### config.mk
export PLATFORM = sky130hd
export DESIGN_NAME = byte_bus_bridge
export DESIGN_NICKNAME = d
export VERILOG_FILES = /design/src/byte_bus_pkg.sv /design/src/cpu_req_if.sv /design/src/cpu_port.sv /design/src/frame_sequencer.sv /design/src/pin_mux.sv /design/src/read_assembler.sv /design/src/byte_bus_bridge.sv
export SDC_FILE = /design/constraint.sdc
export NUM_CORES = 1
export LEC_CHECK = 0
export BUFFER_PORTS_ARGS = -buffer_cell sky130_fd_sc_hd__buf_2
export CAP_MARGIN = 20
export CORE_MARGIN = 2
export CORE_UTILIZATION = 50
export CTS_BUF_LIST = sky130_fd_sc_hd__clkbuf_8
export CTS_CLUSTER_DIAMETER = 150
export DETAILED_ROUTE_END_ITERATION = 10
export PLACE_DENSITY = 0.77
export REMOVE_ABC_BUFFERS = 1
export SKIP_CTS_REPAIR_TIMING = 1
export SLEW_MARGIN = 10
export SYNTH_ARGS = -nofsm -noshare
export SYNTH_HDL_FRONTEND = slang
export SYNTH_HIERARCHICAL = 1
export SYNTH_SLANG_ARGS = --single-unit
### constraint.sdc
create_clock -name clk -period 4.3 [get_ports clk]
set_clock_uncertainty 0.1 [all_clocks]
set_input_delay 0.215 -clock clk [delete_from_list [all_inputs] [get_ports clk]]
set_output_delay 0.215 -clock clk [all_outputs]
set_load 0.02 [all_outputs]
### src/byte_bus_pkg.sv
/*
  Shared types for the byte-serial bridge. The word is fixed at 32 bits and the
  frame at nine byte phases, both set by the pin protocol.
*/
package byte_bus_pkg;

  // Bytes carried per bus word
  localparam int NUM_BYTES = 4;

  // Word width follows from the byte count
  localparam int WORD_W = 8 * NUM_BYTES;

  // Address, write data and read data all use this word
  typedef logic [WORD_W-1:0] word_t;

  // Position inside one frame, numbered as on the pins
  typedef enum logic [3:0] {
    PH_IDLE = 4'd0,  // No frame in flight
    PH_A0   = 4'd1,  // Address byte 0, write data byte 0
    PH_A1   = 4'd2,
    PH_A2   = 4'd3,
    PH_A3   = 4'd4,  // Address byte 3, write data byte 3
    PH_DIR  = 4'd5,  // Direction on uo_out bit 0
    PH_D0   = 4'd6,  // Read byte 0 sampled at the end of this phase
    PH_D1   = 4'd7,
    PH_D2   = 4'd8,
    PH_D3   = 4'd9   // Last phase of every frame
  } phase_t;

  // Reads and writes both run the full frame; the read phases
  // are simply ignored by the CPU port on a write

endpackage

### src/cpu_req_if.sv
/*
  Carries one accepted request from the CPU port to the frame logic.
  start is a single-cycle strobe; the other fields hold for the whole frame.
*/
`timescale 1ns/1ps

interface cpu_req_if;

  logic                start;  // Accepted request, one cycle
  byte_bus_pkg::word_t addr;   // Held bus address
  byte_bus_pkg::word_t wdata;  // Held write data
  logic                write;  // 1 for a write frame

  // Request holder drives everything
  modport src (
    output start,
    output addr,
    output wdata,
    output write
  );

  // Phase counter only needs the strobe
  modport seq (
    input start
  );

  // Pin mux needs the payload and direction
  modport pins (
    input addr,
    input wdata,
    input write
  );

endinterface

### src/cpu_port.sv
/*
  CPU side of the bridge. One request is held per frame with no queuing;
  a request seen while busy is dropped and flagged on overrun.
*/
`timescale 1ns/1ps

module cpu_port (
  input  logic                clk,
  input  logic                rst_n,
  input  logic                req,
  input  byte_bus_pkg::word_t req_addr,
  input  byte_bus_pkg::word_t req_wdata,
  input  logic                req_write,
  input  byte_bus_pkg::word_t word,
  input  logic                word_valid,
  output logic                done,
  output byte_bus_pkg::word_t rdata,
  output logic                overrun,
  cpu_req_if.src              bus
);

  logic                busy;     // Frame in flight
  logic                accept;   // Request taken this cycle
  logic                start_q;
  logic                write_q;
  byte_bus_pkg::word_t addr_q;
  byte_bus_pkg::word_t wdata_q;

  // A new request may also land in the done cycle
  assign accept = req && (!busy || done);

  always_ff @(posedge clk or negedge rst_n) begin
    if (!rst_n) begin
      busy    <= 1'b0;
      start_q <= 1'b0;
      write_q <= 1'b0;
      overrun <= 1'b0;
      done    <= 1'b0;
      rdata   <= '0;
    end else begin
      start_q <= accept;
      overrun <= req && !accept;  // Dropped request
      done    <= word_valid;      // Every frame ends with done

      if (accept) begin
        busy    <= 1'b1;
        write_q <= req_write;
      end else if (word_valid) begin
        busy <= 1'b0;
      end

      // Writes leave the last read word in place
      if (word_valid && !write_q) begin
        rdata <= word;
      end
    end
  end

  // Request payload, only meaningful while busy
  always_ff @(posedge clk) begin
    if (accept) begin
      addr_q  <= req_addr;
      wdata_q <= req_wdata;
    end
  end

  assign bus.start = start_q;
  assign bus.addr  = addr_q;
  assign bus.wdata = wdata_q;
  assign bus.write = write_q;

endmodule

### src/frame_sequencer.sv
/*
  Steps one frame through its nine phases, one phase per clock.
  phase_next is combinational and leads phase by one cycle.
*/
`timescale 1ns/1ps

module frame_sequencer (
  input  logic                 clk,
  input  logic                 rst_n,
  cpu_req_if.seq               bus,
  output byte_bus_pkg::phase_t phase,
  output byte_bus_pkg::phase_t phase_next
);

  // Next phase
  always_comb begin
    case (phase)
      byte_bus_pkg::PH_IDLE: begin
        if (bus.start) begin
          phase_next = byte_bus_pkg::PH_A0;  // Frame begins
        end else begin
          phase_next = byte_bus_pkg::PH_IDLE;
        end
      end
      byte_bus_pkg::PH_D3: begin
        phase_next = byte_bus_pkg::PH_IDLE;  // Frame complete
      end
      default: begin
        phase_next = byte_bus_pkg::phase_t'(phase + 4'd1);
      end
    endcase
  end

  // start cannot arrive mid-frame since the CPU port is busy then
  always_ff @(posedge clk or negedge rst_n) begin
    if (!rst_n) begin
      phase <= byte_bus_pkg::PH_IDLE;
    end else begin
      phase <= phase_next;
    end
  end

endmodule

### src/pin_mux.sv
/*
  Drives the pin side of a frame. Outputs are registered from phase_next so
  they line up with phase; all pins read zero outside a frame.
*/
`timescale 1ns/1ps

module pin_mux (
  input  logic                 clk,
  input  logic                 rst_n,
  cpu_req_if.pins              bus,
  input  byte_bus_pkg::phase_t phase_next,
  output logic [7:0]           uo_out,
  output logic [7:0]           uio_out,
  output logic [7:0]           uio_oe,
  output logic                 sync
);

  logic [1:0] lane;        // Byte lane for the address phases
  logic       addr_phase;  // Coming phase is one of A0..A3
  logic [7:0] uo_d;
  logic [7:0] uio_d;
  logic [7:0] oe_d;
  logic       sync_d;

  always_comb begin
    lane       = 2'd0;
    addr_phase = 1'b1;
    case (phase_next)
      byte_bus_pkg::PH_A0: lane = 2'd0;
      byte_bus_pkg::PH_A1: lane = 2'd1;
      byte_bus_pkg::PH_A2: lane = 2'd2;
      byte_bus_pkg::PH_A3: lane = 2'd3;  // Most significant byte
      default:             addr_phase = 1'b0;
    endcase
  end

  always_comb begin
    uo_d  = '0;
    uio_d = '0;
    oe_d  = '0;
    if (addr_phase) begin
      uo_d = bus.addr[8*lane +: 8];
      if (bus.write) begin
        uio_d = bus.wdata[8*lane +: 8];
        oe_d  = '1;  // Bridge owns uio only for write data
      end
    end else if (phase_next == byte_bus_pkg::PH_DIR) begin
      uo_d = {7'd0, bus.write};  // 1 marks a write
    end
  end

  assign sync_d = (phase_next == byte_bus_pkg::PH_A0);  // Frame marker

  always_ff @(posedge clk or negedge rst_n) begin
    if (!rst_n) begin
      uo_out  <= '0;
      uio_out <= '0;
      uio_oe  <= '0;
      sync    <= 1'b0;
    end else begin
      uo_out  <= uo_d;
      uio_out <= uio_d;
      uio_oe  <= oe_d;
      sync    <= sync_d;
    end
  end

endmodule

### src/read_assembler.sv
/*
  Builds the read word from uio_in, one byte per read phase, LSB first.
  word_valid fires for every frame; the CPU port decides if the word is used.
*/
`timescale 1ns/1ps

module read_assembler (
  input  logic                 clk,
  input  logic                 rst_n,
  input  byte_bus_pkg::phase_t phase,
  input  logic [7:0]           uio_in,
  output byte_bus_pkg::word_t  word,
  output logic                 word_valid
);

  logic [1:0] lane;     // Lane filled at the end of this phase
  logic       rd_phase; // Current phase is one of D0..D3

  always_comb begin
    lane     = 2'd0;
    rd_phase = 1'b1;
    case (phase)
      byte_bus_pkg::PH_D0: lane = 2'd0;
      byte_bus_pkg::PH_D1: lane = 2'd1;
      byte_bus_pkg::PH_D2: lane = 2'd2;
      byte_bus_pkg::PH_D3: lane = 2'd3;
      default:             rd_phase = 1'b0;
    endcase
  end

  // Byte lanes of the assembled word
  always_ff @(posedge clk) begin
    if (rd_phase) begin
      for (int i = 0; i < byte_bus_pkg::NUM_BYTES; i++) begin
        if (lane == i) begin
          word[8*i +: 8] <= uio_in;
        end
      end
    end
  end

  always_ff @(posedge clk or negedge rst_n) begin
    if (!rst_n) begin
      word_valid <= 1'b0;
    end else begin
      word_valid <= (phase == byte_bus_pkg::PH_D3);  // Last byte just landed
    end
  end

endmodule

### src/byte_bus_bridge.sv
/*
  Byte-serial bus bridge top level. Fixed 11-cycle latency from request to
  done, no back-pressure and no queuing; requests while busy raise overrun.
*/
`timescale 1ns/1ps

module byte_bus_bridge (
  input  logic                clk,
  input  logic                rst_n,
  // CPU side
  input  logic                req,
  input  byte_bus_pkg::word_t req_addr,
  input  byte_bus_pkg::word_t req_wdata,
  input  logic                req_write,
  output logic                done,
  output byte_bus_pkg::word_t rdata,
  output logic                overrun,
  // Pin side
  output logic [7:0]          uo_out,
  input  logic [7:0]          uio_in,
  output logic [7:0]          uio_out,
  output logic [7:0]          uio_oe,
  output logic                sync
);

  byte_bus_pkg::phase_t phase;
  byte_bus_pkg::phase_t phase_next;
  byte_bus_pkg::word_t  word;        // Assembled read word
  logic                 word_valid;

  cpu_req_if req_if ();

  cpu_port u_cpu_port (
    .clk        (clk),
    .rst_n      (rst_n),
    .req        (req),
    .req_addr   (req_addr),
    .req_wdata  (req_wdata),
    .req_write  (req_write),
    .word       (word),
    .word_valid (word_valid),
    .done       (done),
    .rdata      (rdata),
    .overrun    (overrun),
    .bus        (req_if.src)
  );

  frame_sequencer u_frame_sequencer (
    .clk        (clk),
    .rst_n      (rst_n),
    .bus        (req_if.seq),
    .phase      (phase),
    .phase_next (phase_next)
  );

  pin_mux u_pin_mux (
    .clk        (clk),
    .rst_n      (rst_n),
    .bus        (req_if.pins),
    .phase_next (phase_next),
    .uo_out     (uo_out),
    .uio_out    (uio_out),
    .uio_oe     (uio_oe),
    .sync       (sync)
  );

  // Samples on the registered phase, one edge behind the pins
  read_assembler u_read_assembler (
    .clk        (clk),
    .rst_n      (rst_n),
    .phase      (phase),
    .uio_in     (uio_in),
    .word       (word),
    .word_valid (word_valid)
  );

endmodule

==> flow_summary.ini <==
[status]
status = finished clean

[setup_path]
reg2reg_from = u_frame_sequencer/phase[0]
r2r_cells = 8
crit_path_end = u_pin_mux/uio_out[4]
path_cells = inv_1 > ha_1 > mux2i_1 > o21a_1 > nor2b_1 > nor2b_1 > a22oi_1 > o22ai_1
timing.rr.end = u_pin_mux/uio_out[4]
cpMostUsedCell = nor2b_1
worst_ep_required_time_ns = 4.53
endpoint_kind = flop
critPathBufInv = 1
crit_start = u_frame_sequencer/phase[0]
slowest_delay_ns = 0.68
critical-path-top-delay-family = simple AND/OR/NAND/NOR gates
crit_path_top_delay_cell = nor2b_1
cp.arrival_ns = 3.56
startpoint_type = flop
reg2reg_slack_ns = 0.97
cp_num_cells = 8
critical_path.max_fanout = 12
worstSetupPathType = flop to flop

[detailed_routing]
via_per_inst = 5.13
vias = 3503
first_pass_iters = 4
ant_nets = 0
drtIter0Drc = 210
routedWlPerCell_um = 17.7
wl_um = 12100
drc = 0

[pwr]
vdd_drop_max_uv = 296
p_sw_share_pct = 18.9
p_leak_nw = 3.47
seqPwrFrac_pct = 54.7
powerDensity_nw_per_um2 = 378
clkPwrFrac_pct = 41.7
power_frac_comb_pct = 3.7
power.switching_mw = 0.550
internal-power_mw = 2.36

[sta]
whs_ns = 0.313
worst_slew_pin_slew_ns = 1.04
fmax_mhz = 301
setup_tns_ns = 0
relSlewSlack_pct = 30.3
finalSetupViolations = 0
final.period_utilization_pct = 77.4
hold_viol_final = 0
rsz0062_at_grt = no
final_max_slew_viol_count = 0
min_period_ns = 3.33
fin_ws_ns = 0.972

[synthesis]
synth_mux_area_share_pct = 11.2
netlist_instances = 315
yosys.area_share.simple_pct = 3.41
synth-xor-area-share_pct = 0.150
synth_warnings = 6
synthTopCellsByArea = edfxtp_1, dfrtp_1, mux2_4, mux2i_1, a22oi_1
synth-adder-area-share_pct = 0.644
synth.distinct_cells = 38
synth_top_cell_by_area = edfxtp_1
synth_compound_area_share_pct = 5.30
async_reset_ff_share_pct = 38.5
avgSynthCellArea_um2 = 18.5
synthesis.area_um2 = 5830
yosysSeqAreaShare_pct = 75.3
synth_top_family_by_area = multiplexers
ys_ff_latch = 156
ys.flop_type = edfxtp_1
yosys.area.top_type_share_pct = 49.5
synth-edff-count = 96

[floorplanning]
initial_core_util_pct = 51.0
dieArea_um2 = 12500
rows = 39
die_w_um = 112
ios = 135
die_h_um = 112
core_area_um2 = 11400

[place]
routabilityCongestion = 0.758
dpl.hpwl_um = 6540
post-place-ws_ns = 1.13
io_buffers = 134

[layout]
num-fill-cells = 758
regArea_um2 = 4380
drive_gt1_share_pct = 38.9
antennaDiodeCount = 0
multiInputGateArea_um2 = 1210
finalNetCount = 606
area_growth_pct = 32.3

[global_route]
track_usage_pct = 17.1
antenna_found_initial = 0
grt_start_max_net_pins = 61
grt_overflow = 0
grt_pass1_vias = 3198
grt_pass1_wl_um = 16100

[flow_run]
max_cap_viol_count = 0

[cts]
numCtsBuffers = 17
clk_path_buf_depth = 2
insertion_delay_ns = 0.44
cts_root_buf = clkbuf_8
htree_levels = 4
cts_sinks = 156
cts_tree = built
clk_pin_slew_worst_paths_ns = 0.07

[min_path]
hold_path_class = flop to flop
-- per-layer routing --
| metal | part of all wire, % | global-route usage (%) |
|---|---|---|
| met5 | 0 | 0 |
| met4 | 1.2 | 6.83 |
| met3 | 6.6 | 5.28 |
| met2 | 51 | 27.1 |
| met1 | 41 | 22.2 |
-- flip-flops by register name, summed over array words and instances (netlist names) --
register,cells
u_cpu_port/bus.addr,32
u_cpu_port/bus.start,1
u_cpu_port/bus.wdata,32
u_cpu_port/bus.write,1
u_cpu_port/busy,1
u_cpu_port/done,1
u_cpu_port/overrun,1
u_cpu_port/rdata,32
u_frame_sequencer/phase,4
u_pin_mux/sync,1
u_pin_mux/uio_oe,1
u_pin_mux/uio_out,8
u_pin_mux/uo_out,8
u_read_assembler/word,32
u_read_assembler/word_valid,1
-- cell type report --
cell class | count | area share (%)
clock buffer | 18 | 3.21
clock inverter | 14 | 2.61
inverter | 10 | 0.487
multi-input combinational | 129 | 15.7
sequential | 156 | 56.9
tap | 143 | 2.32
timing repair buffer | 213 | 18.8
-- cells by family (layout without fill, tap and decap cells) --
| group | count (synthesis) | after routing |
|---|---|---|
| AO/OA/AOI/OAI | 47 | 47 |
| XOR/XNOR | 1 | 1 |
| adder cells (fa/ha/maj) | 3 | 3 |
| buffers and inverters | 30 | 255 |
| flip-flops | 156 | 156 |
| multiplexers | 50 | 50 |
| AND/OR/NAND/NOR | 28 | 28 |
-- cells in the final DEF, fill, tap and decap left out, types with 5 or more instances in the layout --
cell type,count
buf_2,134
mux2_4,30
mux2i_1,17
a22oi_1,15
clkbuf_8,18
dlygate4sd3_1,75
inv_1,11
edfxtp_1,96
o22ai_1,16
bufinv_16,5
o21ai_0,7
dfrtp_1,60
-- cell usage after synthesis (2+ instances only) --
cell / n
mux2i_1: 17
edfxtp_1: 96
nand3_1: 4
inv_1: 10
nor2_1: 4
buf_4: 8
dfrtp_1: 60
mux2_2: 3
buf_12: 4
nor2b_1: 4
clkbuf_1: 3
buf_6: 3
buf_2: 2
and4bb_2: 3
mux2_4: 30
or3_1: 2
o22ai_1: 16
ha_1: 3
a21oi_1: 3
o21ai_0: 7
a22oi_1: 15
nand2_1: 2
-- worst register-to-register path, stage by stage (launching register included) --
cell     delay, ns
dfrtp_1       0.52
inv_1         0.09
ha_1          0.24
mux2i_1       0.19
o21a_1        0.36
nor2b_1       0.60
nor2b_1       0.68
a22oi_1       0.22
o22ai_1       0.24
-- power by group through the flow --
stage               Clock (mW)  Sequential, mW  Combinational, mW
detailed placement           0            1.62             0.0509
CTS                       1.24            1.59             0.0510
global placement             0            1.62             0.0490
finish                    1.21            1.59              0.106
global route              1.31            1.59              0.117
floorplan                    0            1.63           0.000364
-- through the flow --
step	utilization [%]	cells	area (µm²)	power (mW)
floorplan	-	295	5630	1.63
global placement	57.0	576	6510	1.67
detailed placement	57.0	576	6510	1.68
CTS	60.9	608	6960	2.89
global route	67.5	683	7710	3.01
finish	67.5	683	7710	2.91
-- worst min-delay path by stage --
stage | start | endpoint | slack, ns | cells past startpoint
5_1_grt | u_read_assembler/word_valid | u_cpu_port/done | 0.34 | 0
4_1_cts | req_wdata[11] | u_cpu_port/bus.wdata[11] | -0.19 | 1
3_5_place_dp | req_addr[1] | u_cpu_port/bus.addr[1] | 0.29 | 1
6_report | u_read_assembler/word_valid | u_cpu_port/done | 0.31 | 0
3_3_place_gp | req_addr[15] | u_cpu_port/bus.addr[15] | 0.29 | 1
2_1_floorplan | rst_n | u_cpu_port/bus.start | -0.18 | 0
Note: power is estimated with default switching activity, not from simulation.
